## src/common/lotr_params.svh

```systemverilog
// address field positions, data RAM geometry and thread count macros
`ifndef LOTR_PARAMS_SVH
`define LOTR_PARAMS_SVH

// ======================================================================
// address map fields
// ======================================================================
// owning core, zero means this core
`define LOTR_CORE_ID_MSB 31
`define LOTR_CORE_ID_LSB 24
// region select inside a core
`define LOTR_REGION_MSB 23
`define LOTR_REGION_LSB 22

// ======================================================================
// data RAM
// ======================================================================
`define LOTR_DMEM_WORDS 1024
// word address, byte address bits 11:2
`define LOTR_DMEM_AW 10

// ======================================================================
// threads
// ======================================================================
`define LOTR_THREADS 4

`endif

```

## src/common/memMapPkg.sv

```systemverilog
// opcode and region enums, core, ring and far request/response structs
`include "lotr_params.svh"
package memMapPkg;

    typedef enum logic {
        RD = 1'b0,
        WR = 1'b1
    } t_opcode;

    // region field of the address, bits 23:22
    typedef enum logic [1:0] {
        REGION_DMEM  = 2'b00,
        REGION_RSVD1 = 2'b01,
        REGION_RSVD2 = 2'b10,
        REGION_CR    = 2'b11
    } t_region;

    // one load or store from the pipeline
    typedef struct packed {
        logic [$clog2(`LOTR_THREADS)-1:0] threadId;
        logic [31:0]                      addr;
        logic [3:0]                       byteEn;
        logic [31:0]                      wrData;
        logic                             rdEn;
        logic                             wrEn;
    } t_coreReq;

    // request from another core
    typedef struct packed {
        logic        valid;
        t_opcode     opcode;
        logic [31:0] addr;
        logic [31:0] data;
    } t_ringReq;

    // our answer to a ring read
    typedef struct packed {
        logic        valid;
        logic [31:0] data;
    } t_ringRsp;

    // request this core sends out
    typedef struct packed {
        logic                             valid;
        t_opcode                          opcode;
        logic [$clog2(`LOTR_THREADS)-1:0] threadId;
        logic [31:0]                      addr;
        logic [31:0]                      data;
    } t_farReq;

    // response coming back to this core
    typedef struct packed {
        logic                             valid;
        t_opcode                          opcode;
        logic [$clog2(`LOTR_THREADS)-1:0] threadId;
        logic [31:0]                      data;
    } t_farRsp;

    // decode result per request source
    typedef struct packed {
        logic isLocal;
        logic dmemHit;
        logic crHit;
        logic remote;
    } t_reqHit;

endpackage

```

## src/hdl/memReqDecode.sv

```systemverilog
// core and ring request decode into local, region and remote hits
`timescale 1ns/1ps
`include "lotr_params.svh"
module memReqDecode
    import memMapPkg::*;
(
    input  logic [7:0] coreIdStrap,
    input  t_coreReq   coreReq,
    input  t_ringReq   ringReq,
    output t_reqHit    coreHit,
    output t_reqHit    ringHit
);

    logic [7:0] coreIdField;
    t_region    coreRegion;
    t_region    ringRegion;

    // ======================================================================
    // address fields
    // ======================================================================
    assign coreIdField = coreReq.addr[`LOTR_CORE_ID_MSB:`LOTR_CORE_ID_LSB];
    assign coreRegion  = t_region'(coreReq.addr[`LOTR_REGION_MSB:`LOTR_REGION_LSB]);
    // ring requests already carry our core ID, only the region matters
    assign ringRegion  = t_region'(ringReq.addr[`LOTR_REGION_MSB:`LOTR_REGION_LSB]);

    // ======================================================================
    // core side
    // ======================================================================
    always_comb begin
        // zero is the alias for "this core"
        coreHit.isLocal = (coreIdField == 8'd0) || (coreIdField == coreIdStrap);
        coreHit.dmemHit = (coreRegion == REGION_DMEM);
        coreHit.crHit   = (coreRegion == REGION_CR);
        // only a real access goes on the ring
        coreHit.remote  = (coreReq.rdEn || coreReq.wrEn) && !coreHit.isLocal;
    end

    // ======================================================================
    // ring side
    // ======================================================================
    always_comb begin
        ringHit.isLocal = 1'b1;
        ringHit.dmemHit = (ringRegion == REGION_DMEM);
        ringHit.crHit   = (ringRegion == REGION_CR);
        // never forwarded further
        ringHit.remote  = 1'b0;
    end

endmodule

```

## config.mk

```make
export PLATFORM = sky130hd
export DESIGN_NAME = memReqDecode
export DESIGN_NICKNAME = d
export VERILOG_FILES = /design/src/common/memMapPkg.sv /design/src/hdl/memReqDecode.sv
export VERILOG_INCLUDE_DIRS = /design/src /design/src/common
export SDC_FILE = /design/constraint.sdc
export NUM_CORES = 1
export LEC_CHECK = 0
export ABC_CLOCK_PERIOD_IN_PS = 800
export BUFFER_PORTS_ARGS = -buffer_cell sky130_fd_sc_hd__buf_2
export CORE_AREA = 3 3 58 60
export DETAILED_ROUTE_END_ITERATION = 10
export DIE_AREA = 0 0 61 63
export PLACE_DENSITY = 0.7
export REMOVE_ABC_BUFFERS = 1
export SYNTH_ARGS = -nofsm -noshare
export SYNTH_HDL_FRONTEND = slang
export SYNTH_SLANG_ARGS = --single-unit
```

## constraint.sdc

```tcl
create_clock -name vclk -period 0.8
set_input_delay 0.04 -clock vclk [all_inputs]
set_output_delay 0.04 -clock vclk [all_outputs]
set_load 0.01 [all_outputs]
```

==> results.cfg <==
[global_routing]
grt_antenna_before_repair = 0
grt_start_max_net_pins = 3
grt_overflow = 0
grt_first_pass_wirelength_um = 1150
grt_pass1_vias = 248
grt_usage_pct = 3.87

[place]
place_area_um2 = 324
numPortBuffers = 28
dp_worst_setup_slack_ns = -0.0946
gp_congestion = 0.601

[final_layout]
post-route-cell-area_um2 = 430
register_area_um2 = 0
syn2layout_area_growth_pct = 173
nets = 197
layout_commonest_cell = buf_2
seq_cells = 0
drive_gt1_share_pct = 69.4
final_util_pct = 14.5
antenna_cells = 0
layout_common_cells = buf_2 (18), buf_6 (10), xnor2_2 (5), xnor2_1 (3)
clock_buffer_count = 0

[setup_path]
arrival_ns = 0.82
cpPeakStageDelay_ns = 0.25
crit_slowest_cell = o221a_1
required_ns = 0.76
cp-start-kind = input port
crit_chain = buf_6, xnor2_1, nand4_1, o221a_1, buf_2
endpoint_kind = output pin
startpoint = coreReq[64]
worstSetupPathType = in -> out
path_buf_inv = 2
cp_top_family = compound AO/OA/AOI/OAI gates
crit_fanout = 2

[floorplan]
io_pins = 154
start_util_pct = 5.29
rows = 20
die_x_um = 61
die_y_um = 63
die_area_um2 = 3840
fp.coreArea_um2 = 2980

[pwr]
irDropWorstVdd_v = 0.000134
p_per_area_nw_per_um2 = 476
leakage_nw = 0.202

[synth]
synth-warning-count = 0
synth.area.top_cells = xnor2_1 (44%), buf_4 (9.5%), and2_1 (7.9%)
synthCells = 23
synth-seq-area-share_pct = 0
yosysTopAreaCell = xnor2_1
avgSynthCellArea_um2 = 6.85
synth_top_area_share_pct = 44.4
yosysUniqueCellTypes = 10
syn_area_um2 = 158

[status]
status = complete, but fails checks
failed_checks = negative setup slack

[sta]
post-route-period-util_pct = 108
max_freq_mhz = 1160
fin_crit_ns = 0.861
finalHoldViolations = 0
rsz0062_at_grt = true
fin_ws_ns = -0.0614
finalSetupViolCount = 2
slew_viol_final = 0

[route]
first_iter_violations = 2
dr.pass1.iters = 3
ant_nets = 0
routed_via_density = 3.17
via_count = 260
post_drt_wl_per_cell_um = 9.60
drc = 0
wirelength_um = 787

[flow_run]
max-cap-violations = 0

[hold_path]
hold_class = in -> out
hold_start = coreReq[60]

[cts]
hold_buffers = 0
==> repair_timing <==
| item | 4_1_cts | 5_1_grt |
|---|---|---|
| buffers inserted | 0 | 0 |
| resized for setup | 13 | 4 |
| endpoints found under the setup margin | 2 | 2 |
| pin swaps | 11 | 5 |
==> final timing paths <==
path / cells past startpoint / to
setup / recovery: 5 / coreHit[0]
hold / removal: 3 / coreHit[2]
==> kinds of logic after synthesis <==
family	synth area share, %
xor+xnor	44.4
buf+inv	9.52
other cells	4.76
compound gates	10.3
simple gates	30.9
==> report_power, final <==
part	switching, W	internal [W]
combinational	0.0000752	0.000130
clock	0	0
sequential	0	0
total	0.0000752	0.000130
==> cell usage after synthesis <==
master / count
nor2_1: 2
and2_1: 2
nand2_1: 1
o221a_1: 1
xnor2_1: 8
nor4_1: 2
nand4_1: 2
buf_4: 2
o21ai_0: 1
conb_1: 2
==> metal layers <==
| metal | wire (um) | track usage, % | share of wire, % | vias up |
|---|---|---|---|---|
| li1 | - | - | - | 128 |
| met1 | 257 | 4.04 | 33 | 113 |
| met2 | 443 | 7.75 | 56 | 19 |
| met3 | 86 | 1.03 | 11 | 0 |
| met4 | 0 | 0 | 0 | 0 |
| met5 | 0 | 0 | 0 | - |
==> cell type report <==
type,instances,area (um2)
fillers,335,2550
multi-input cells,21,186
well taps,33,41.3
repair buffers,28,203
==> stage by stage <==
step                      power (W)  hold slack (ns)  TNS (ns)  instances
after floorplan           0.0000624            0.123         0         21
after global placement     0.000146            0.314    -0.180         82
after detailed placement   0.000148            0.319    -0.161         82
after CTS                  0.000192            0.319   -0.0605         82
after global routing       0.000222            0.337    -0.206         82
final                      0.000205            0.317   -0.0673         82
Note: power is estimated with default switching activity, not from simulation.
