===== config.mk =====
export PLATFORM = sky130hd
export DESIGN_NAME = rspMux
export DESIGN_NICKNAME = d
export VERILOG_FILES = /design/src/common/memMapPkg.sv /design/src/hdl/rspMux.sv
export VERILOG_INCLUDE_DIRS = /design/src /design/src/common
export SDC_FILE = /design/constraint.sdc
export NUM_CORES = 1
export LEC_CHECK = 0
export BUFFER_PORTS_ARGS = -buffer_cell sky130_fd_sc_hd__buf_2
export CORE_AREA = 2 2 92 94
export DETAILED_ROUTE_END_ITERATION = 16
export DIE_AREA = 0 0 94 96
export HOLD_SLACK_MARGIN = 0.1
export PLACE_DENSITY_LB_ADDON = 0.05
export SLEW_MARGIN = 40
export SYNTH_ARGS = -nofsm -noshare
export SYNTH_HDL_FRONTEND = slang
export SYNTH_SLANG_ARGS = --single-unit
export TNS_END_PERCENT = 50

===== constraint.sdc =====
create_clock -name QClk -period 1.69 [get_ports QClk]
set_input_delay 0.0845 -clock QClk [delete_from_list [all_inputs] [get_ports QClk]]
set_output_delay 0.0845 -clock QClk [all_outputs]
set_load 0.02 [all_outputs]

===== src/common/lotr_params.svh =====
// address field positions, data RAM geometry and thread count macros
`ifndef LOTR_PARAMS_SVH
`define LOTR_PARAMS_SVH

// ======================================================================
// address map fields
// ======================================================================
// owning core, zero means this core
`define LOTR_CORE_ID_MSB 31
`define LOTR_CORE_ID_LSB 24
// region select inside a core
`define LOTR_REGION_MSB 23
`define LOTR_REGION_LSB 22

// ======================================================================
// data RAM
// ======================================================================
`define LOTR_DMEM_WORDS 1024
// word address, byte address bits 11:2
`define LOTR_DMEM_AW 10

// ======================================================================
// threads
// ======================================================================
`define LOTR_THREADS 4

`endif


===== src/common/memMapPkg.sv =====
// opcode and region enums, core, ring and far request/response structs
`include "lotr_params.svh"
package memMapPkg;

    typedef enum logic {
        RD = 1'b0,
        WR = 1'b1
    } t_opcode;

    // region field of the address, bits 23:22
    typedef enum logic [1:0] {
        REGION_DMEM  = 2'b00,
        REGION_RSVD1 = 2'b01,
        REGION_RSVD2 = 2'b10,
        REGION_CR    = 2'b11
    } t_region;

    // one load or store from the pipeline
    typedef struct packed {
        logic [$clog2(`LOTR_THREADS)-1:0] threadId;
        logic [31:0]                      addr;
        logic [3:0]                       byteEn;
        logic [31:0]                      wrData;
        logic                             rdEn;
        logic                             wrEn;
    } t_coreReq;

    // request from another core
    typedef struct packed {
        logic        valid;
        t_opcode     opcode;
        logic [31:0] addr;
        logic [31:0] data;
    } t_ringReq;

    // our answer to a ring read
    typedef struct packed {
        logic        valid;
        logic [31:0] data;
    } t_ringRsp;

    // request this core sends out
    typedef struct packed {
        logic                             valid;
        t_opcode                          opcode;
        logic [$clog2(`LOTR_THREADS)-1:0] threadId;
        logic [31:0]                      addr;
        logic [31:0]                      data;
    } t_farReq;

    // response coming back to this core
    typedef struct packed {
        logic                             valid;
        t_opcode                          opcode;
        logic [$clog2(`LOTR_THREADS)-1:0] threadId;
        logic [31:0]                      data;
    } t_farRsp;

    // decode result per request source
    typedef struct packed {
        logic isLocal;
        logic dmemHit;
        logic crHit;
        logic remote;
    } t_reqHit;

endpackage


===== src/hdl/rspMux.sv =====
// core read-data select and ring response forming
`timescale 1ns/1ps
module rspMux
    import memMapPkg::*;
(
    input  logic        QClk,
    input  logic        arstN,
    input  logic        coreRdEn,
    input  t_reqHit     coreHit,
    input  logic        ringRdEn,
    input  t_reqHit     ringHit,
    input  logic [31:0] dmemCoreData,
    input  logic [31:0] crCoreData,
    input  logic        heldHit,
    input  logic [31:0] heldData,
    input  logic [31:0] dmemRingData,
    input  logic [31:0] crRingData,
    output logic [31:0] coreRdData,
    output t_ringRsp    ringRsp
);

    logic coreCrSelQ;
    logic coreDmemSelQ;
    logic ringCrSelQ;
    logic ringDmemSelQ;

    // remember the source for next cycle's data
    always_ff @(posedge QClk or negedge arstN) begin
        if (!arstN) begin
            coreCrSelQ   <= 1'b0;
            coreDmemSelQ <= 1'b0;
            ringCrSelQ   <= 1'b0;
            ringDmemSelQ <= 1'b0;
        end else begin
            coreCrSelQ   <= coreRdEn && coreHit.isLocal && coreHit.crHit;
            coreDmemSelQ <= coreRdEn && coreHit.isLocal && coreHit.dmemHit;
            ringCrSelQ   <= ringRdEn && ringHit.isLocal && ringHit.crHit;
            ringDmemSelQ <= ringRdEn && ringHit.isLocal && ringHit.dmemHit;
        end
    end

    // ======================================================================
    // priority: held far data, CR, RAM, zero
    // ======================================================================
    assign coreRdData = heldHit      ? heldData     :
                        coreCrSelQ   ? crCoreData   :
                        coreDmemSelQ ? dmemCoreData :
                                       32'b0;

    // reserved regions give no response
    assign ringRsp.valid = ringCrSelQ || ringDmemSelQ;
    assign ringRsp.data  = ringDmemSelQ ? dmemRingData :
                           ringCrSelQ   ? crRingData   :
                                          32'b0;

endmodule


==> flow_summary_export.csv <==
group,metric,value,unit
outcome,status,"finished, final reports clean",
sta,hold_violations,0,
detailed_routing,dr.pass1.iters,4,
sta,fin_crit_sh,89.0,%
global_route,globalRoute.totalOverflow,0,
sta,max_slew_margin,76.8,%
yosys,synth_most_common_cell,"a21oi_1",
hold_path,holdPathEnd,"ringCrSelQ",
sta,fin_hold_ws,0.127,ns
detailed_routing,routed_via_density,4.34,
hold_path,hold_path.class,"in -> reg",
yosys,yosysSeqAreaShare,7.29,%
clocking,htree_levels,1,
global_route,grt_pass1_wl,9250,µm
setup_path,cp_max_fo,24,
sta,rsz0062_at_grt,"no",
floorplan,dieArea,9020,µm²
clocking,clock_sinks,4,
sta,worst_pin_slew,0.348,ns
detailed_routing,drc,0,
cells_and_area,syn_to_final_growth,91.9,%
yosys,yosys_register_bits,4,
power_and_ir_drop,p_leak,1.44,nW
yosys,synth_flop_cell,"dfrtp_1",
clocking,post_cts_buffers,0,
floorplan,core_area,8050,µm²
clocking,path_clk_slew,0.03,ns
global_route,antenna_found_initial,0,
yosys,async_flop_share,100,%
floorplan,die_h,96,µm
cells_and_area,drive_gt1_share,58.9,%
yosys,synth_area_leaders,"a21oi_1, a22o_1, nand3b_1",
yosys,synth_area,1370,µm²
setup_path,crit_required,1.61,ns
detailed_routing,drt-initial-drc-count,46,
yosys,netlist.top_cell.by_area,"a21oi_1",
clocking,ctsResizeCount,0,
placed_design,place_area,2580,µm²
clocking,cts-root-buf,"clkbuf_8",
placed_design,place_congestion,0.733,
yosys,synth-edff-count,0,
yosys,synth_cell_types,13,
yosys,syn_inst,196,
floorplan,rows,33,
global_route,grtUsageTotal,12.5,%
detailed_routing,vias,2260,
clocking,numCtsBuffers,3,
hold_path,hold_depth,2,
yosys,ys_warn_count,0,
placed_design,dp_hpwl,5440,µm
yosys,netlist_top_cells_count,"a21oi_1, nand3b_1, nor2b_1",
setup_path,start_kind,"flip-flop",
detailed_routing,wire_per_inst,13.0,µm
sta,setup_tns,0,ns
cells_and_area,design_area,2640,µm²
yosys,synthesis.nets,369,
hold_path,min-delay-start,"ringHit[3]",
cells_and_area,antenna_cells,0,
detailed_routing,ant_nets,0,
sta,timing.fmax,665,MHz
sta,setup_viol,0,
global_route,grt_max_degree,63,
setup_path,cp_data_arrival_time,1.42,ns
detailed_routing,wl,6800,µm
sta,drv_slew,0,
cells_and_area,final_nets,591,
clocking,cts_tree,"done",
clocking,max-clock-path-buffers,2,
yosys,syn_avg_cell_area,7.01,µm²
power_and_ir_drop,power.density,360,nW/µm²
sta,period_minus_slack,1.50,ns
placed_design,io_buffers,235,
floorplan,start_util,17.1,%
global_route,grt_pass1_vias,1915,
power_and_ir_drop,ir_worst_vdd,295,µV
yosys,synth_top_area_share,23.3,%
setup_path,crit_type,"reg -> out",
floorplan,pin_count,238,
floorplan,die_w,94,µm
setup_path,crit_path_end_kind,"output pin",
run,timing.max_cap.violations,0,
## sequential cells by signal (all words and copies together), names as in the netlist
name and flops:
coreCrSelQ 1, ringCrSelQ 1, coreDmemSelQ 1, ringDmemSelQ 1
## repair_timing
| item | in CTS | in global routing |
|---|---|---|
| endpoints found under the hold margin | 4 | 0 |
| hold buffers | 1 | 0 |
| endpoints found under the setup margin | 0 | 0 |
## report_power, final
group | internal (W) | switching [W]
Combinational | 0.000314 | 0.000333
Clock | 0.000152 | 0.0000459
Sequential | 0.000100 | 0.00000383
## critical path, cell delays in order, from the launching register on
cell     delay [ns]
dfrtp_1        0.37
nor2b_4        0.28
buf_12         0.20
a22o_1         0.17
buf_2          0.17
## area by class of cell
type	instances	area, µm²
fill	898	5420
sequential	4	100
multi-input combinational	168	1090
tap	105	131
clock buffer	3	41.3
timing repair buffer	241	1270
## per-stage QoR
step	setup slack, ns	cells	power (W)	utilization (%)
4_1_cts	0.172	521	0.000964	32.7
2_1_floorplan	0.510	196	0.000448	-
3_5_place_dp	0.411	517	0.000757	32.1
3_3_place_gp	0.405	517	0.000756	32.1
5_1_grt	0.0939	521	0.00102	32.7
6_report	0.185	521	0.000949	32.7
## metal layers
metal / track usage (%) / share of wire [%] / routed length (µm)
met4: 1.57 / 0.43 / 29
met5: 0 / 0 / 0
met1: 15.0 / 40 / 2730
met3: 2.27 / 7.9 / 536
met2: 23.9 / 52 / 3500
## placed cells by master (no fill, tap or decap), drive strengths merged
master / count
and3: 4
buf: 240
nand3b: 32
dlygate4sd3: 1
dfrtp: 4
nor2b: 33
o21ai: 1
clkbuf: 3
nand2: 2
or2: 1
a21oi: 64
a22o: 31
## worst max path at each step
stage / start / to / slack (ns) / cells past startpoint
2_1_floorplan: coreCrSelQ / coreRdData[29] / 0.51 / 4
3_3_place_gp: ringCrSelQ / ringRsp[12] / 0.41 / 4
3_5_place_dp: ringCrSelQ / ringRsp[12] / 0.41 / 4
4_1_cts: ringCrSelQ / ringRsp[12] / 0.17 / 4
5_1_grt: ringCrSelQ / ringRsp[12] / 0.09 / 4
6_report: ringCrSelQ / ringRsp[12] / 0.19 / 4
## cells by family after synthesis
kind of cell / after synthesis / synth area share [%]
compound gates: 96 / 43.4
simple gates: 72 / 35.9
buf+inv: 24 / 13.4
flops: 4 / 7.29
Note: power is estimated with default switching activity, not from simulation.
