`src/common/lotr_params.svh`:
```
// address field positions, data RAM geometry and thread count macros
`ifndef LOTR_PARAMS_SVH
`define LOTR_PARAMS_SVH

// ======================================================================
// address map fields
// ======================================================================
// owning core, zero means this core
`define LOTR_CORE_ID_MSB 31
`define LOTR_CORE_ID_LSB 24
// region select inside a core
`define LOTR_REGION_MSB 23
`define LOTR_REGION_LSB 22

// ======================================================================
// data RAM
// ======================================================================
`define LOTR_DMEM_WORDS 1024
// word address, byte address bits 11:2
`define LOTR_DMEM_AW 10

// ======================================================================
// threads
// ======================================================================
`define LOTR_THREADS 4

`endif

```
`src/common/coreCrPkg.sv`:
```
// control-register offset enum and control-output struct
`include "lotr_params.svh"
package coreCrPkg;

    // word offsets inside the CR region
    typedef enum logic [7:0] {
        // read only, returns the strap
        CR_CORE_ID   = 8'h00,
        CR_THREAD_EN = 8'h01,
        CR_SCRATCH0  = 8'h02,
        CR_SCRATCH1  = 8'h03
    } t_crOffset;

    // registers that fan out to the core
    typedef struct packed {
        logic [`LOTR_THREADS-1:0] threadEn;
        logic [31:0]              scratch0;
    } t_coreCr;

endpackage

```
`src/crFile/crFile.sv`:
```
// control-register file with core and ring ports, drives core controls
`timescale 1ns/1ps
`include "lotr_params.svh"
module crFile
    import coreCrPkg::*;
(
    input  logic                     QClk,
    input  logic                     arstN,
    input  logic [7:0]               coreIdStrap,
    // core port
    input  logic [`LOTR_DMEM_AW-1:0] coreAddr,
    input  logic [31:0]              coreWrData,
    input  logic                     coreRdEn,
    input  logic                     coreWrEn,
    output logic [31:0]              coreRdData,
    // ring port
    input  logic [`LOTR_DMEM_AW-1:0] ringAddr,
    input  logic [31:0]              ringWrData,
    input  logic                     ringRdEn,
    input  logic                     ringWrEn,
    output logic [31:0]              ringRdData,
    output t_coreCr                  coreCr
);

    t_coreCr     crQ;
    logic [31:0] scratch1Q;
    t_crOffset   coreOff;
    t_crOffset   ringOff;

    // low 8 bits of the word address pick the register
    assign coreOff = t_crOffset'(coreAddr[7:0]);
    assign ringOff = t_crOffset'(ringAddr[7:0]);

    // read mux shared by both ports
    function automatic logic [31:0] crRead(input t_crOffset off);
        case (off)
            CR_CORE_ID:   crRead = {24'b0, coreIdStrap};
            CR_THREAD_EN: crRead = {{(32-`LOTR_THREADS){1'b0}}, crQ.threadEn};
            CR_SCRATCH0:  crRead = crQ.scratch0;
            CR_SCRATCH1:  crRead = scratch1Q;
            // holes in the map
            default:      crRead = '0;
        endcase
    endfunction

    // ======================================================================
    // register writes
    // ======================================================================
    always_ff @(posedge QClk or negedge arstN) begin
        if (!arstN) begin
            crQ       <= '0;
            scratch1Q <= '0;
        end else begin
            // ring write first, so the core write below wins
            if (ringWrEn) begin
                case (ringOff)
                    CR_THREAD_EN: crQ.threadEn <= ringWrData[`LOTR_THREADS-1:0];
                    CR_SCRATCH0:  crQ.scratch0 <= ringWrData;
                    CR_SCRATCH1:  scratch1Q    <= ringWrData;
                    default:      ;
                endcase
            end
            if (coreWrEn) begin
                case (coreOff)
                    CR_THREAD_EN: crQ.threadEn <= coreWrData[`LOTR_THREADS-1:0];
                    CR_SCRATCH0:  crQ.scratch0 <= coreWrData;
                    CR_SCRATCH1:  scratch1Q    <= coreWrData;
                    // core ID is strap only
                    default:      ;
                endcase
            end
        end
    end

    // one-cycle read, same timing as the RAM
    always_ff @(posedge QClk) begin
        if (coreRdEn) begin
            coreRdData <= crRead(coreOff);
        end
        if (ringRdEn) begin
            ringRdData <= crRead(ringOff);
        end
    end

    assign coreCr = crQ;

endmodule

```
`config.mk`:
```
export PLATFORM = sky130hd
export DESIGN_NAME = crFile
export DESIGN_NICKNAME = d
export VERILOG_FILES = /design/src/common/coreCrPkg.sv /design/src/crFile/crFile.sv
export VERILOG_INCLUDE_DIRS = /design/src /design/src/common
export SDC_FILE = /design/constraint.sdc
export NUM_CORES = 1
export LEC_CHECK = 0
export BUFFER_PORTS_ARGS = -buffer_cell sky130_fd_sc_hd__clkbuf_2
export CORE_UTILIZATION = 30
export CTS_BUF_LIST = sky130_fd_sc_hd__clkbuf_4 sky130_fd_sc_hd__clkbuf_8
export CTS_CLUSTER_DIAMETER = 120
export DETAILED_ROUTE_END_ITERATION = 8
export SYNTH_ARGS = -nofsm -noshare
export SYNTH_HDL_FRONTEND = slang
export SYNTH_SLANG_ARGS = --single-unit
```
`constraint.sdc`:
```
create_clock -name QClk -period 1.5 [get_ports QClk]
set_input_delay 0.3 -clock QClk [delete_from_list [all_inputs] [get_ports QClk]]
set_output_delay 0.3 -clock QClk [all_outputs]
set_load 0.01 [all_outputs]
```
==> flow_summary.ini, run 1 <==
[synth]
syn-num-nets = 588
ys_types = 24
netlist_area_sq_um = 6150
postSynthCellCount = 490
ys_ff_latch = 132
yosys_warnings = 0
synth_area_per_cell_sq_um = 12.6
yosysSeqAreaShare_pct = 58.9

[clocking]
cts.clk_slew.worst_paths_ns = 0.09
clock_latency_ns = 0.44
root_buffer = clkbuf_8
htree_levels = 4
cts_tree = done
cts_buffer_depth = 2
cts_resized = 0
numCtsBuffers = 17
cts_sinks = 132

[sta]
fin_crit_ns = 1.39
setup_viol = 0
max_freq_mhz = 721
tns_ns = 0
hold_slack_ns = 0.106
maxSlewHeadroom_pct = 78.5
worstMarginPinSlew_ns = 0.323
fin_skew_ns = 0.00741
hold_viol = 0
drv_slew = 0
rsz0062_at_grt = false
post-route-period-util_pct = 92.4

[power_and_ir_drop]
power.total_mw = 8.57
power_density_nw_per_um2 = 1050
p_int_mw = 6.28
switching_share_pct = 26.7
pwr-share-clk_pct = 37.9
netSwitchingPower_mw = 2.29
power_frac_comb_pct = 11.8
p_leak_nw = 4.24
power_frac_seq_pct = 50.3
ir_worst_vdd_v = 0.000454

[die]
ios = 198
initial_utilization_pct = 30.5
std_cell_rows = 52
die_x_microns = 145
core_area_sq_um = 20200
die_h_microns = 145
die_area_sq_um = 21100

[drt]
drt_pass1_iterations = 5
first_iter_violations = 200
ant_nets = 0
avgRoutedWirePerCell_microns = 17.3
vias_per_cell = 4.79
routed_wl_microns = 17100
drc = 0
vias = 4734

[worst_setup_path]
critPathCaptureType = flip-flop
critical-path-max-stage-delay_ns = 0.49
startpoint_type = flip-flop
crit_slowest_cell = mux4_2
path_class = flip-flop to flip-flop
path_max_fanout = 4
crit_arrival_ns = 1.58
worstPathRequired_ns = 1.70
cp_cell_sequence = mux4_2, and3_2

[finish]
final_nets = 803
layout-drive-gt1-share_pct = 39.0
antennaDiodeCount = 0
fin_util_pct = 40.6
fill_cells = 2003
area_delta_synth_final_pct = 33.1

[hold_path]
min_path_type = input port to flip-flop

[grt]
overflow = 0
grt_pass1_vias = 4715
antenna_found_initial = 1
grt_usage_pct = 16.8
grt_max_degree = 35
grt_pass1_wl_microns = 26700

[placement]
gp_congestion = 0.770
dp_hpwl_microns = 11800
portBuffers = 193

[run]
maxCapViolCount = 0

[status]
status = finished clean
[synthesized netlist by cell type]
cell type,n,area share [%]
buf_6,8,1.5
buf_2,6,0.49
nor2_1,86,5.2
nor2_2,1,0.10
and2_1,1,0.10
and3_2,4,0.49
a22o_1,48,6.8
nand4_1,2,0.20
dfrtp_1,68,28
edfxtp_1,64,31
nand4_4,2,0.69
mux4_2,8,2.9
a21oi_1,72,5.9
and3_1,8,0.81
nand3_1,1,0.081
nand2_1,3,0.18
a31oi_1,4,0.41
nand4_2,1,0.20
nor2b_1,4,0.41
buf_4,4,0.49
nor4_4,2,0.69
clkbuf_2,1,0.081
mux2i_1,76,12
clkbuf_1,16,0.98
[final timing paths]
| kind | from | to | slack (ns) | cells after the start |
|---|---|---|---|---|
| max reg2reg | coreCr[1] | ringRdData[1] | 0.11 | 2 |
| min in group asynchronous | arstN | scratch1Q[4] | 0.29 | 2 |
| max in group asynchronous | arstN | coreCr[25] | 0.76 | 3 |
| min reg2reg | scratch1Q[30] | ringRdData[30] | 0.59 | 1 |
| max | coreCr[1] | ringRdData[1] | 0.11 | 2 |
| min | coreWrData[8] | scratch1Q[8] | 0.11 | 3 |
[kinds of logic (layout without fill, tap and decap cells)]
group | after synthesis | after routing | synth area share (%)
multiplexers | 84 | 84 | 15.3
flip-flops | 132 | 132 | 58.9
buffers and inverters | 35 | 263 | 3.50
AO/OA/AOI/OAI | 124 | 124 | 13.1
AND/OR/NAND/NOR | 115 | 115 | 9.21
[area by class of cell]
type | count | area (sq um) | area share [%]
repair buffers | 231 | 1470 | 17.9
flip-flops and latches | 132 | 3620 | 44.3
clock buffers | 18 | 248 | 3.03
multi-input cells | 323 | 2330 | 28.5
clock inverters | 14 | 175 | 2.14
well taps | 270 | 338 | 4.13
[power by group through the flow]
| stage | sequential, mW | clock (mW) | combinational (mW) |
|---|---|---|---|
| 2_1_floorplan | 4.42 | 0 | 0.382 |
| 3_3_place_gp | 4.38 | 0 | 1.01 |
| 3_5_place_dp | 4.39 | 0 | 1.03 |
| 4_1_cts | 4.31 | 3.34 | 1.03 |
| 5_1_grt | 4.36 | 3.49 | 1.12 |
| 6_report | 4.31 | 3.25 | 1.02 |
[repair_timing]
action                                 CTS  global route
buffers inserted                         0             0
endpoints found under the hold margin   19             0
hold buffers                             1             0
[flip-flops by register name, summed over array words and instances, names as in the netlist]
name / cells
coreCr: 36
coreRdData: 32
ringRdData: 32
scratch1Q: 32
[worst max-delay path, delay by kind of cell, from the launching register on]
kind             cells  cell delay [ns]
muxes                1             0.49
DFF                  1             0.42
and+or+nand+nor      1             0.23
[through the flow]
step	worst slack [ns]	instances	instance area, sq um
floorplan	-0.0451	490	6170
global placement	-0.120	955	7750
detailed placement	-0.125	955	7750
CTS	0.109	988	8190
global route	0.0708	988	8190
finish	0.114	988	8190
[routing by layer]
layer  routed length [microns]  vias to the layer above  track usage [%]
li1                          -                     2274                -
met1                      7460                     2283             21.7
met2                      8430                      163             27.5
met3                      1030                       14             4.40
met4                       211                        0             5.11
met5                         0                        -                0
[cell usage in the layout, fill, tap and decap left out, drive strengths merged]
cell / count
clkinv: 7
clkbuf: 210
inv: 4
a22o: 48
buf: 38
edfxtp: 64
nor4: 2
mux4: 8
nand3: 1
mux2i: 76
dlygate4sd3: 1
a21oi: 72
nor2: 87
a31oi: 4
bufinv: 3
dfrtp: 68
and2: 1
nor2b: 4
nand4: 5
and3: 12
nand2: 3
Power figures use the tool's default switching activity.
==> inputs of run 2 (changes only) <==
--- a/config.mk
+++ b/config.mk
@@ -7,10 +7,13 @@
 export NUM_CORES = 1
 export LEC_CHECK = 0
 export BUFFER_PORTS_ARGS = -buffer_cell sky130_fd_sc_hd__clkbuf_2
+export CELL_PAD_IN_SITES_DETAIL_PLACEMENT = 0
+export CELL_PAD_IN_SITES_GLOBAL_PLACEMENT = 2
 export CORE_UTILIZATION = 30
 export CTS_BUF_LIST = sky130_fd_sc_hd__clkbuf_4 sky130_fd_sc_hd__clkbuf_8
 export CTS_CLUSTER_DIAMETER = 120
 export DETAILED_ROUTE_END_ITERATION = 8
+export PLACE_DENSITY_LB_ADDON = 0.1
 export SYNTH_ARGS = -nofsm -noshare
 export SYNTH_HDL_FRONTEND = slang
 export SYNTH_SLANG_ARGS = --single-unit
==> flow_summary.ini, run 2 (same netlist as run 1, synthesis figures left out) <==
[die]
die_x_microns = 145
die_area_sq_um = 21100
std_cell_rows = 52
core_area_sq_um = 20200
die_h_microns = 145
ios = 198
initial_utilization_pct = 30.5

[run]
maxCapViolCount = 0

[drt]
avgRoutedWirePerCell_microns = 18.6
routed_wl_microns = 18400
first_iter_violations = 193
ant_nets = 0
drt_pass1_iterations = 6
drc = 0
vias = 4734
vias_per_cell = 4.78

[finish]
fill_cells = 2021
most-common-layout-cells = clkbuf_2, nor2_1, mux2i_1
seq_area_sq_um = 3620
area_delta_synth_final_pct = 31.7
fin_cells = 991
final_nets = 806
largest_reg_flops = 36
multiInputGateArea_sq_um = 2330
design_area_sq_um = 8110
antennaDiodeCount = 0
mostFrequentLayoutCell = clkbuf_2
layout-drive-gt1-share_pct = 39.5

[grt]
overflow = 0
grt_pass1_vias = 4992
grt_max_degree = 43
grt_usage_pct = 18.3
antenna_found_initial = 0
grt_pass1_wl_microns = 29100

[placement]
gp_congestion = 0.770
dp_hpwl_microns = 12500
placed_area_sq_um = 7730
pre_cts_ws_ns = -0.137
placed_cells = 958
portBuffers = 193

[sta]
setup_viol = 0
finalWorstSetupSlack_ns = 0.126
maxSlewHeadroom_pct = 70.8
rsz0062_at_grt = false
max_freq_mhz = 728
drv_slew = 0
worstMarginPinSlew_ns = 0.438
hold_viol = 0
post-route-period-util_pct = 91.6
fin_crit_ns = 1.37
fin_skew_ns = 0.0113

[clocking]
cts_tree = done
cts_resized = 0
htree_levels = 4
root_buffer = clkbuf_8
cts.clk_slew.worst_paths_ns = 0.09
numCtsBuffers = 17
cts_sinks = 132
clock_latency_ns = 0.46
cts_buffer_depth = 2

[worst_setup_path]
worstPathRequired_ns = 1.71
worst-r2r-setup-slack_ns = 0.13
path_class = flip-flop to flip-flop
r2r-start = coreCr[33]
startpoint_type = flip-flop
crit_arrival_ns = 1.58
startpoint = coreCr[33]
critPathCaptureType = flip-flop
path_max_fanout = 4

[status]
status = finished clean

[power_and_ir_drop]
power_density_nw_per_um2 = 1010
p_leak_nw = 4.19
ir_worst_vdd_v = 0.000496

[hold_path]
min_path_type = input port to flip-flop
hp-start = coreWrData[19]
[run 2: cell types whose count changed in the layout (fill, tap and decap cells not counted)]
cell | before | now
clkinv_1 | 2 | 0
inv_6 | 3 | 4
bufinv_16 | 3 | 0
buf_4 | 21 | 28
clkinvlp_4 | 0 | 4
clkinv_4 | 4 | 5
clkinv_2 | 1 | 0
buf_12 | 17 | 13
[run 2: critical path: stages (launching register included)]
cell and delay, ns:
dfrtp_1 0.41, mux4_2 0.49, and3_2 0.22
[run 2: what timing repair did]
action / CTS / global route
endpoints found under the hold margin: 27 / 0
endpoints found under the setup margin: 0 / 0
hold buffers: 1 / 0
setup buffers: 0 / 0
[run 2: power by group]
group          leakage (nW)  internal (mW)  switching (mW)
sequential             1.57           4.08           0.239
clock                 0.175           1.23            1.60
combinational          2.45          0.493           0.528
total                  4.19           5.79            2.36
[run 2: final timing paths]
| kind | endpoint | cells past startpoint |
|---|---|---|
| worst max-delay path | ringRdData[1] | 2 |
| worst min-delay path | coreCr[19] | 3 |
| worst max register to register | ringRdData[1] | 2 |
| worst min register to register | ringRdData[26] | 1 |
| max in group asynchronous | scratch1Q[0] | 3 |
| min in group asynchronous | coreCr[6] | 2 |
[run 2: area by class of cell]
type / count / area share [%]
flip-flops and latches: 132 / 44.7
multi-input cells: 323 / 28.8
well taps: 270 / 4.17
clock buffers: 18 / 3.06
repair buffers: 234 / 17.8
clock inverters: 14 / 1.48
[run 2: metal layers]
layer	vias up	global-route usage (%)	routed length [microns]
met5	-	0	0
met4	0	6.84	356
met3	24	5.66	1140
met2	133	31.7	9300
met1	2309	21.2	7630
li1	2268	-	-
[run 2: through the flow]
step                      setup TNS, ns  total power, mW  hold slack [ns]  util [%]
after floorplan                   -3.63             4.81          0.00441         -
after global placement           -11.11             5.40            0.269      38.3
after detailed placement         -11.83             5.43            0.273      38.3
after CTS                             0             8.28           0.0576      40.2
after global routing                  0             8.57           0.0642      40.2
final                                 0             8.16           0.0894      40.2
