$ cat src/common/lotr_params.svh
// address field positions, data RAM geometry and thread count macros
`ifndef LOTR_PARAMS_SVH
`define LOTR_PARAMS_SVH

// ======================================================================
// address map fields
// ======================================================================
// owning core, zero means this core
`define LOTR_CORE_ID_MSB 31
`define LOTR_CORE_ID_LSB 24
// region select inside a core
`define LOTR_REGION_MSB 23
`define LOTR_REGION_LSB 22

// ======================================================================
// data RAM
// ======================================================================
`define LOTR_DMEM_WORDS 1024
// word address, byte address bits 11:2
`define LOTR_DMEM_AW 10

// ======================================================================
// threads
// ======================================================================
`define LOTR_THREADS 4

`endif

$ cat src/common/memMapPkg.sv
// opcode and region enums, core, ring and far request/response structs
`include "lotr_params.svh"
package memMapPkg;

    typedef enum logic {
        RD = 1'b0,
        WR = 1'b1
    } t_opcode;

    // region field of the address, bits 23:22
    typedef enum logic [1:0] {
        REGION_DMEM  = 2'b00,
        REGION_RSVD1 = 2'b01,
        REGION_RSVD2 = 2'b10,
        REGION_CR    = 2'b11
    } t_region;

    // one load or store from the pipeline
    typedef struct packed {
        logic [$clog2(`LOTR_THREADS)-1:0] threadId;
        logic [31:0]                      addr;
        logic [3:0]                       byteEn;
        logic [31:0]                      wrData;
        logic                             rdEn;
        logic                             wrEn;
    } t_coreReq;

    // request from another core
    typedef struct packed {
        logic        valid;
        t_opcode     opcode;
        logic [31:0] addr;
        logic [31:0] data;
    } t_ringReq;

    // our answer to a ring read
    typedef struct packed {
        logic        valid;
        logic [31:0] data;
    } t_ringRsp;

    // request this core sends out
    typedef struct packed {
        logic                             valid;
        t_opcode                          opcode;
        logic [$clog2(`LOTR_THREADS)-1:0] threadId;
        logic [31:0]                      addr;
        logic [31:0]                      data;
    } t_farReq;

    // response coming back to this core
    typedef struct packed {
        logic                             valid;
        t_opcode                          opcode;
        logic [$clog2(`LOTR_THREADS)-1:0] threadId;
        logic [31:0]                      data;
    } t_farRsp;

    // decode result per request source
    typedef struct packed {
        logic isLocal;
        logic dmemHit;
        logic crHit;
        logic remote;
    } t_reqHit;

endpackage

$ cat src/hdl/farAccessTracker.sv
// far request issue, per-thread wait flags, response hold and replay
`timescale 1ns/1ps
`include "lotr_params.svh"
module farAccessTracker
    import memMapPkg::*;
(
    input  logic                     QClk,
    input  logic                     arstN,
    input  t_coreReq                 coreReq,
    input  logic                     remote,
    output t_farReq                  farReq,
    input  t_farRsp                  farRsp,
    output logic [`LOTR_THREADS-1:0] rcWait,
    output logic                     heldHit,
    output logic [31:0]              heldData
);

    logic [`LOTR_THREADS-1:0] heldQ;
    logic [31:0]              heldDataQ [`LOTR_THREADS];
    logic                     replay;
    logic                     rspRd;

    // thread re-issues its load and the answer is already here
    assign replay = coreReq.rdEn && heldQ[coreReq.threadId];
    // write acks carry nothing to keep
    assign rspRd  = farRsp.valid && (farRsp.opcode == RD);

    // ======================================================================
    // far request, same cycle as the core request
    // ======================================================================
    always_comb begin
        farReq.valid    = remote && !replay;
        farReq.opcode   = coreReq.wrEn ? WR : RD;
        farReq.threadId = coreReq.threadId;
        farReq.addr     = coreReq.addr;
        farReq.data     = coreReq.wrData;
    end

    // ======================================================================
    // per-thread state
    // ======================================================================
    always_ff @(posedge QClk or negedge arstN) begin
        if (!arstN) begin
            rcWait  <= '0;
            heldQ   <= '0;
            heldHit <= 1'b0;
        end else begin
            // lines up with the one-cycle memory reads
            heldHit <= replay;
            for (int t = 0; t < `LOTR_THREADS; t++) begin
                if (replay && (coreReq.threadId == t)) begin
                    heldQ[t] <= 1'b0;
                end
                // response ends the wait and fills the holding register
                if (rspRd && (farRsp.threadId == t)) begin
                    rcWait[t] <= 1'b0;
                    heldQ[t]  <= 1'b1;
                end
                // only remote loads stall the thread
                if (farReq.valid && (farReq.opcode == RD) && (coreReq.threadId == t)) begin
                    rcWait[t] <= 1'b1;
                end
            end
        end
    end

    // response payload and replay data
    always_ff @(posedge QClk) begin
        if (rspRd) begin
            heldDataQ[farRsp.threadId] <= farRsp.data;
        end
        if (replay) begin
            heldData <= heldDataQ[coreReq.threadId];
        end
    end

endmodule

$ cat config.mk
export PLATFORM = sky130hd
export DESIGN_NAME = farAccessTracker
export DESIGN_NICKNAME = d
export VERILOG_FILES = /design/src/common/memMapPkg.sv /design/src/hdl/farAccessTracker.sv
export VERILOG_INCLUDE_DIRS = /design/src /design/src/common
export SDC_FILE = /design/constraint.sdc
export NUM_CORES = 1
export LEC_CHECK = 0
export CAP_MARGIN = 15
export CELL_PAD_IN_SITES_DETAIL_PLACEMENT = 1
export CELL_PAD_IN_SITES_GLOBAL_PLACEMENT = 1
export CORE_ASPECT_RATIO = 1.75
export CORE_UTILIZATION = 53
export CTS_CLUSTER_DIAMETER = 150
export DETAILED_ROUTE_END_ITERATION = 6
export DONT_BUFFER_PORTS = 1
export PLACE_DENSITY_LB_ADDON = 0.05
export RECOVER_POWER = 100
export SETUP_SLACK_MARGIN = 0.5
export SYNTH_ARGS = -nofsm -noshare
export SYNTH_HDL_FRONTEND = slang
export SYNTH_SLANG_ARGS = --single-unit
$ cat constraint.sdc
create_clock -name QClk -period 3.7 [get_ports QClk]
set_input_delay 0.37 -clock QClk [delete_from_list [all_inputs] [get_ports QClk]]
set_output_delay 0.37 -clock QClk [all_outputs]
set_load 0.1 [all_outputs]
==> metrics, run 1 <==
FF-to-FF Start heldQ[2]; clock insertion delay at the later pin of the skew report 410 ps; worst path bufs/invs 0; via-per-instance ratio 5.688; clk slew on worst S/H paths 70 ps; Root Driver clkbuf_16; die area 12890 µm²; CP Class reg2out; HP Class in2reg; setup repair bufs after CTS 0; CTS tree done; failing checks capacitance limit, slew limit; Wirelength per Cell 27.16 µm; CP max-delay cell o221a_1; Die W 86.25 µm; area grow syn2layout 2.927%; Mapped Cells 311; proportion of layout cells with a drive suffix above 1 0.2259; status finished with violations; reg2reg end heldData[4]; sequential-to-total area share from yosys stat 0.7640; gpl congestion 0.6302; setup TNS 0 ps; Final Setup Violations 0; leakage 2.166 nW; WHS Path Cells 0; num rows 53; htree depth 4; R2R cell count 3; Mean Syn Cell Area 21.17 µm²; max-cap viol count 3; Worst path top cell family by delay compound AO/OA/AOI/OAI gates; Tmin final 2450 ps; initial antenna violation count 0; achievable frequency 0.4082 GHz; Antenna Violating Nets Remaining 0; CTS max path bufs 2; Clock Skews 8.718 ps; Slew Limit Fails 105; Synth Cell Area 6584 µm²; crit share post-route 0.6621; First-pass DRT Iterations 5; CORE AREA 12070 µm²; syn_nets 422; Remaining DRCs 0; TritonCTS Sinks 169; # nets final 368; global route total overflow 0; worst-margin pin slew 2251 ps; initial DRC count 128; total track usage 0.1978; Setup crit end kind output pin; vias in the first global route 2873; CP max stage delay 930 ps; Slew Limit Headroom -0.5006; Syn. warnings 0; fin cells 436; die height 149.4 µm; hold endpoint heldDataQ[0][25]; Critical Path Source Type flop; TritonCTS Buffers 17; Hold Fails Final Rpt 0; largest net degree at the start of global routing 44; first-pass GRT wire length 17350 µm; flop2flop setup slack 1280 ps; maximum vdd drop 0.3370 mV; HP Start farRsp[25]; Cell Pwr Density 620.5 nW/µm²; final wirelength 11840 µm; worst path required time 3330 ps; Final HPWL DP 7460 µm; via count 2480; Yosys cell types 26; CP max FO 3; CP cell instances mux2i_1 > o221a_1; Starting Density 0.5455; # IOs 216; unrepaired setup endpoints after global routing false; dpl cells 402; WP data arrival 2080 ps; flops & latches, synth 169; I/O Buffers 0
==> area by class of cell <==
class | count | area [µm²]
Sequential cell | 169 | 5030
Inverter | 5 | 18.77
Fill cell | 1022 | 5293
Multi-Input combinational cell | 60 | 968.4
Antenna cell | 1 | 2.502
Clock inverter | 14 | 100.1
Tap cell | 165 | 206.4
Timing Repair Buffer | 4 | 21.27
Clock buffer | 18 | 429.2
==> metal layers <==
layer	part of all wire	vias up	GRT usage	routed length, µm
li1	-	1060	-	-
met1	0.35	1255	0.2166	4164
met2	0.51	102	0.3079	6023
met3	0.087	63	0.08274	1029
met4	0.053	0	0.1408	624
met5	0	-	0	0
==> what timing repair did <==
item                                   in CTS  in global routing
endpoints found under the hold margin       9                  0
gates resized for setup                     0                  0
hold buffers                                1                  0
==> logic make-up (layout without fill, tap and decap cells) <==
logic type             Yosys count  in the layout  share of synthesized area
DFF                            169            169                     0.7640
buffers and inverters           82             41                    0.09103
muxes                           34             34                     0.1136
AOI/OAI and AO/OA               14             14                    0.01634
and+or+nand+nor                 12             12                    0.01501
other                            0              1                          0
==> worst reg2reg max path: cells and delay by family, from the launching register on <==
kind	cells	cell delay [ps]
buffers and inverters	1	920
DFF	1	380
muxes	1	160
AOI/OAI and AO/OA	1	570
==> worst max-delay path by stage <==
stage,start,to,slack (ps),cells past startpoint
after floorplan,coreReq[71],heldData[0],840,4
after global placement,farRsp[34],heldDataQ[3][7],1620,3
after detailed placement,farRsp[34],heldDataQ[3][9],1620,3
after CTS,heldQ[2],farReq[67],1530,2
after global routing,heldQ[2],heldData[4],1060,3
final,heldQ[2],farReq[67],1250,2
==> power breakdown <==
group	internal, mW	switching, mW
Sequential	2.20	0.310
Clock	0.858	0.699
Combinational	0.0657	0.0706
Total	3.13	1.08
==> synthesized netlist by cell type (all sizes together) <==
cell / instances / area (µm²)
edfxtp: 160 / 4805
nor3b: 1 / 7.510
a21bo: 1 / 10.01
a21oi: 1 / 5.000
mux2i: 2 / 20.02
a21o: 4 / 30.03
o22ai: 2 / 12.51
and3: 1 / 7.510
nand2b: 1 / 6.260
and4bb: 2 / 25.02
dfrtp: 9 / 225.2
nand3b: 3 / 22.52
or3b: 1 / 8.760
nor4b: 1 / 8.760
o21ai: 1 / 5.000
o2bb2ai: 3 / 26.28
nand4b: 1 / 8.760
inv: 5 / 18.77
buf: 77 / 580.6
nand2: 1 / 3.750
mux4: 32 / 728.2
o221a: 1 / 11.26
a21boi: 1 / 7.510
==> sequential cells by signal, summed over array words and instances (netlist names) <==
signal     count
heldData      32
heldDataQ    128
heldHit        1
heldQ          4
rcWait         4
==> cell usage in the layout, fill, tap and decap left out, types with 2 or more instances in the layout <==
cell type	Yosys	layout
a21o_1	4	4
and4bb_1	0	2
clkbuf_1	0	4
clkbuf_16	0	17
clkinv_1	0	3
clkinv_4	0	5
clkinvlp_4	0	3
dfrtp_1	9	9
edfxtp_1	160	160
inv_1	5	5
inv_6	0	2
mux2i_1	2	2
mux4_1	2	2
mux4_2	30	30
nand3b_1	3	3
o2bb2ai_1	3	3
==> stage by stage <==
step | power [mW] | util | instance area (µm²) | setup slack (ps) | hold slack [ps]
2_1_floorplan | 2.999 | - | 6590 | 840.8 | 74.41
3_3_place_gp | 2.681 | 0.5188 | 6261 | 1624 | 75.69
3_5_place_dp | 2.694 | 0.5188 | 6261 | 1616 | 75.65
4_1_cts | 4.247 | 0.5634 | 6800 | 1532 | 36.69
5_1_grt | 4.316 | 0.5613 | 6774 | 1057 | 29.27
6_report | 4.205 | 0.5615 | 6777 | 1250 | 50.89
Power figures use the tool's default switching activity.
==> run 2, diff against run 1 <==
- ABC_AREA: default -> 1
- CORE_UTILIZATION: 53 -> 50
- clock period: 3.7 -> 2.5 ns (I/O delays scaled with it)
==> run 2 against run 1 <==
The flow now finishes without violations; clock power up 76%; core utilization up 0.86 points; first-iteration DRC count up 7.0%; critical path type unchanged.
==> metrics, run 2 <==
area of the multi-input gates 814.5 µm²; vias in the first global route 3622; WP data arrival 1850 ps; setup TNS 0 ps; die area 13510 µm²; Yosys cell types 18; via-per-instance ratio 5.495; clk slew on worst S/H paths 60 ps; achievable frequency 0.4771 GHz; Clock Skews 11.25 ps; R2R cell count 7; CP max FO 20; top flop regs heldDataQ: 128 flops, heldData: 32 flops; # diodes 0; most common cell after layout, fill and taps aside edfxtp_1; die height 153.0 µm; Final Setup Violations 0; total power 6.856 mW; CP Class reg2out; Die W 88.31 µm; Final HPWL DP 7816 µm; hold endpoint heldQ[1]; crit share post-route 0.8384; leakage 2.507 nW; clock share of power 0.399; num rows 54; final wirelength 13160 µm; setup repair bufs after CTS 0; sw frac 0.2613; gpl congestion 0.6833; TritonCTS Buffers 17; first-pass GRT wire length 20200 µm; Slew Limit Fails 0; global route total overflow 0; worst-margin pin slew 1373 ps; largest net degree at the start of global routing 35; WHS Path Cells 2; status complete, no violations; unrepaired setup endpoints after global routing false; filler instances 1168; max-cap viol count 0; First-pass DRT Iterations 5; combinational share of power 0.057; top post-synthesis cells by area edfxtp_1 (74%), buf_4 (8.3%), a22oi_1 (6.0%); most frequent cells in the layout edfxtp_1 (160), nand2_1 (66), a22oi_1 (53); Largest Register heldDataQ; flop2flop setup slack 560 ps; Cell Pwr Density 956.9 nW/µm²; initial DRC count 137; sequential share of power 0.544; Mean Syn Cell Area 15.90 µm²; Root Driver clkbuf_16; Setup crit end kind output pin; reg2reg end heldData[6]; count leader, synth edfxtp_1; Largest register FFs 128; share of flip-flops with an asynchronous set or reset 0.05325; area grow syn2layout 9.925%; via count 3165; Antenna Violating Nets Remaining 0; predominant post-synthesis flop cell edfxtp_1; Synth top area share 0.7372; # IOs 216; Tmin final 2096 ps; proportion of layout cells with a drive suffix above 1 0.1054; HP Start farRsp[32]; total track usage 0.2112; Hold Fails Final Rpt 0; P_sw 1.792 mW; Mapped Cells 410; Critical Path Source Type flop; htree depth 4; FF-to-FF Start heldQ[3]; cell internal pwr 5.064 mW; Wirelength per Cell 22.85 µm; # nets final 506; worst path required time 2250 ps; CORE AREA 12570 µm²; HP Class in2reg; initial antenna violation count 0; CTS max path bufs 2; sequential-to-total area share from yosys stat 0.7717; CTS tree done; clock insertion delay at the later pin of the skew report 410 ps; Starting Density 0.5186; synth cell count leaders edfxtp_1 (160), buf_4 (72), nand2_1 (64), a22oi_1 (52), inv_1 (12); syn_nets 521; flops & latches, synth 169; maximum vdd drop 0.7162 mV; Remaining DRCs 0; Sequential Area 5030 µm²; Syn. warnings 0; I/O Buffers 0; Slew Limit Headroom 0.08368; EDFF count, synth 160; largest area contributor in the netlist edfxtp_1; TritonCTS Sinks 169; Synth Cell Area 6518 µm²
[run 2: cell types whose count changed after synthesis, sizes merged, moves of 4 or more]
cell / change
nand2: +65
a22oi: +55
mux4: -32
inv: +11
nand3: +11
nand4: +5
a21o: -4
nor2: +4
[run 2: worst max-delay path by stage]
stage	slack (ps)	start	endpoint
floorplan	780	coreReq[71]	farReq[67]
global placement	710	coreReq[70]	heldData[6]
detailed placement	650	heldQ[3]	heldData[6]
CTS	540	heldQ[3]	farReq[67]
global route	270	heldQ[1]	farReq[67]
finish	400	heldQ[3]	farReq[67]
[run 2: layout make-up]
class / count / share of cell area
clock buffers: 17 / 0.05938
clock inverters: 15 / 0.02777
inverters: 16 / 0.009081
multi-input cells: 145 / 0.1137
flip-flops and latches: 169 / 0.7021
well taps: 168 / 0.02934
repair buffers: 46 / 0.05868
[run 2: cells by family after synthesis]
| kind of cell | after synthesis | share of synthesized area |
|---|---|---|
| flops | 169 | 0.7717 |
| compound gates | 59 | 0.06873 |
| buf+inv | 96 | 0.1021 |
| simple gates | 86 | 0.05740 |
[run 2: critical path, cell delays in order, from the launching register on]
cell     delay, ps
dfrtp_1        400
nand2_1         70
nand2_1         50
nand2_1         50
nand2_1         50
nand2_1        290
inv_6          180
nor2_4         130
buf_8          200
[run 2: metrics by stage]
stage                     utilization  instance area, µm²  hold WS, ps  instances  setup slack [ps]
after CTS                      0.5732                7203        51.74        576             537.0
after global placement         0.4959                6232       -45.32        510             714.7
after floorplan                     -                6525       -45.59        410             781.1
after global routing           0.5701                7164        64.96        576             270.6
final                          0.5701                7164        72.95        576             404.1
after detailed placement       0.4959                6232       -45.31        510             650.6
[run 2: repair_timing]
action	CTS	global route
gates resized for setup	2	2
hold endpoints to repair	141	0
cloned	0	0
hold buffers	34	0
setup endpoints to repair	1	1
[run 2: layer usage]
metal | track usage | vias to the layer above | wire length (µm)
met4 | 0.1006 | 0 | 338
met5 | 0.01976 | - | 0
met2 | 0.3425 | 116 | 6864
met3 | 0.06803 | 35 | 794
met1 | 0.2485 | 1593 | 5161
li1 | - | 1421 | -
[run 2: power groups by stage]
stage | Sequential, mW | Clock (mW) | Combinational (mW)
final | 3.73 | 2.74 | 0.388
after global routing | 3.74 | 2.90 | 0.425
after CTS | 3.73 | 2.79 | 0.409
after detailed placement | 3.79 | 0 | 0.336
after global placement | 3.78 | 0 | 0.329
after floorplan | 3.82 | 0 | 0.700
==> run 3, diff against run 2 <==
- clock period: 2.5 -> 2.1 ns (I/O delays scaled with it)
==> run 3 against run 2 <==
Sequential share of layout area is 1.6 points lower; combinational power grew to 2.7 times the previous value; clock power increased by 3%; non-clock buffer count is 40 higher; register-to-register slack worse by 70 ps; die area unchanged; worst hold slack got worse by 63 ps; routed wire length grew 6.7%; via count grew 8.1%.
==> metrics, run 3 (same netlist as run 2, synthesis figures left out) <==
status complete, no violations; unrepaired setup endpoints after global routing true; CORE AREA 12570 µm²; setup slack at placement 473.6 ps; num rows 54; GRT met1 Usage 0.2397; Root Driver clkbuf_16; Slew Limit Headroom 0.06501; most frequent cells in the layout edfxtp_1 (160), nand2_1 (64), a22oi_1 (54); proportion of layout cells with a drive suffix above 1 0.1982; CP Class reg2out; Final HPWL DP 7936 µm; Largest Register heldDataQ; initial DRC count 181; GR peak layer met2; Final Setup Violations 0; dpl cell area 6528 µm²; fin cells 617; I/O Buffers 0; CTS tree done; Critical Path Source Type flop; total track usage 0.2216; Cell Pwr Density 1069 nW/µm²; Tmin final 1794 ps; maximum vdd drop 0.6353 mV; area grow syn2layout 12.44%; TritonCTS Sinks 169; worst path required time 1890 ps; Hold Fails Final Rpt 0; # diodes 0; First-pass DRT Iterations 4; met3 GRT Util 0.05994; Final Util 0.5831; crit share post-route 0.8544; achievable frequency 0.5573 GHz; global route total overflow 0; final setup margin 305.8 ps; top flop regs heldDataQ: 128 flops, heldData: 32 flops; Antenna Violating Nets Remaining 0; Fin Hold WS 10.42 ps; dpl cells 544; clock insertion delay at the later pin of the skew report 410 ps; gpl congestion 0.6928; Final Cell Area 7328 µm²; Slew Limit Fails 0; Remaining DRCs 0; largest net degree at the start of global routing 35; Largest register FFs 128; via count 3422; setup TNS 0 ps; first-pass GRT wire length 21060 µm; WP data arrival 1580 ps; CP max FO 2; die area 13510 µm²; CTS max path bufs 2; Wirelength per Cell 22.76 µm; max-cap viol count 0; Die W 88.31 µm; vias in the first global route 3798; Setup crit end kind output pin; most common cell after layout, fill and taps aside edfxtp_1; HP Class in2reg; met2 GRT Util 0.3853; initial antenna violation count 0; die height 153.0 µm; Clock Skews 7.407 ps; htree depth 4; # IOs 216; Starting Density 0.5186; clk slew on worst S/H paths 60 ps; total power 7.837 mW; leakage 2.641 nW; worst-margin pin slew 1401 ps; TritonCTS Buffers 17; # nets final 547; final wirelength 14040 µm; via-per-instance ratio 5.546
run 3: critical path, cell delays in order (launching register included):
cell	delay, ps
dfrtp_1	380
nand2_1	70
nand2_1	40
nand2_1	60
nand2_2	50
nand2_1	240
inv_12	40
nor2_4	100
buf_12	180
run 3: area by class of cell:
type	count	area (µm²)
Multi-Input combinational cell	145	814.5
Clock buffer	17	425.4
Fill cell	1165	5239
Sequential cell	169	5030
Clock inverter	15	116.4
Timing Repair inverter	1	8.758
Timing Repair Buffer	86	650.6
Inverter	16	72.57
Tap cell	168	210.2
run 3: power breakdown:
part	total (mW)	switching (mW)	internal (mW)
registers	3.96	0.0597	3.90
logic	1.05	0.844	0.203
clock network	2.83	1.30	1.54
total	7.84	2.20	5.64
run 3: worst paths after layout:
path | from | end | slack, ps | cells after the start
worst max-delay path | heldQ[0] | farReq[67] | 310 | 8
worst min-delay path | farRsp[33] | heldQ[3] | 10 | 2
worst max register to register | heldQ[0] | heldData[2] | 490 | 8
worst min register to register | heldQ[3] | heldQ[3] | 510 | 2
max in group asynchronous | arstN | rcWait[0] | 1640 | 1
min in group asynchronous | arstN | heldHit | 160 | 1
run 3: timing repair:
action	CTS	global route
pin swaps	7	1
setup buffers	4	1
endpoints found under the hold margin	142	0
cloned	1	0
hold buffers	35	0
resized for setup	7	1
setup endpoints to repair	14	14
run 3: layer usage:
| layer | wire length [µm] | share of wire |
|---|---|---|
| met5 | 0 | 0 |
| met4 | 454 | 0.032 |
| met3 | 832 | 0.059 |
| met2 | 7727 | 0.55 |
| met1 | 5028 | 0.36 |
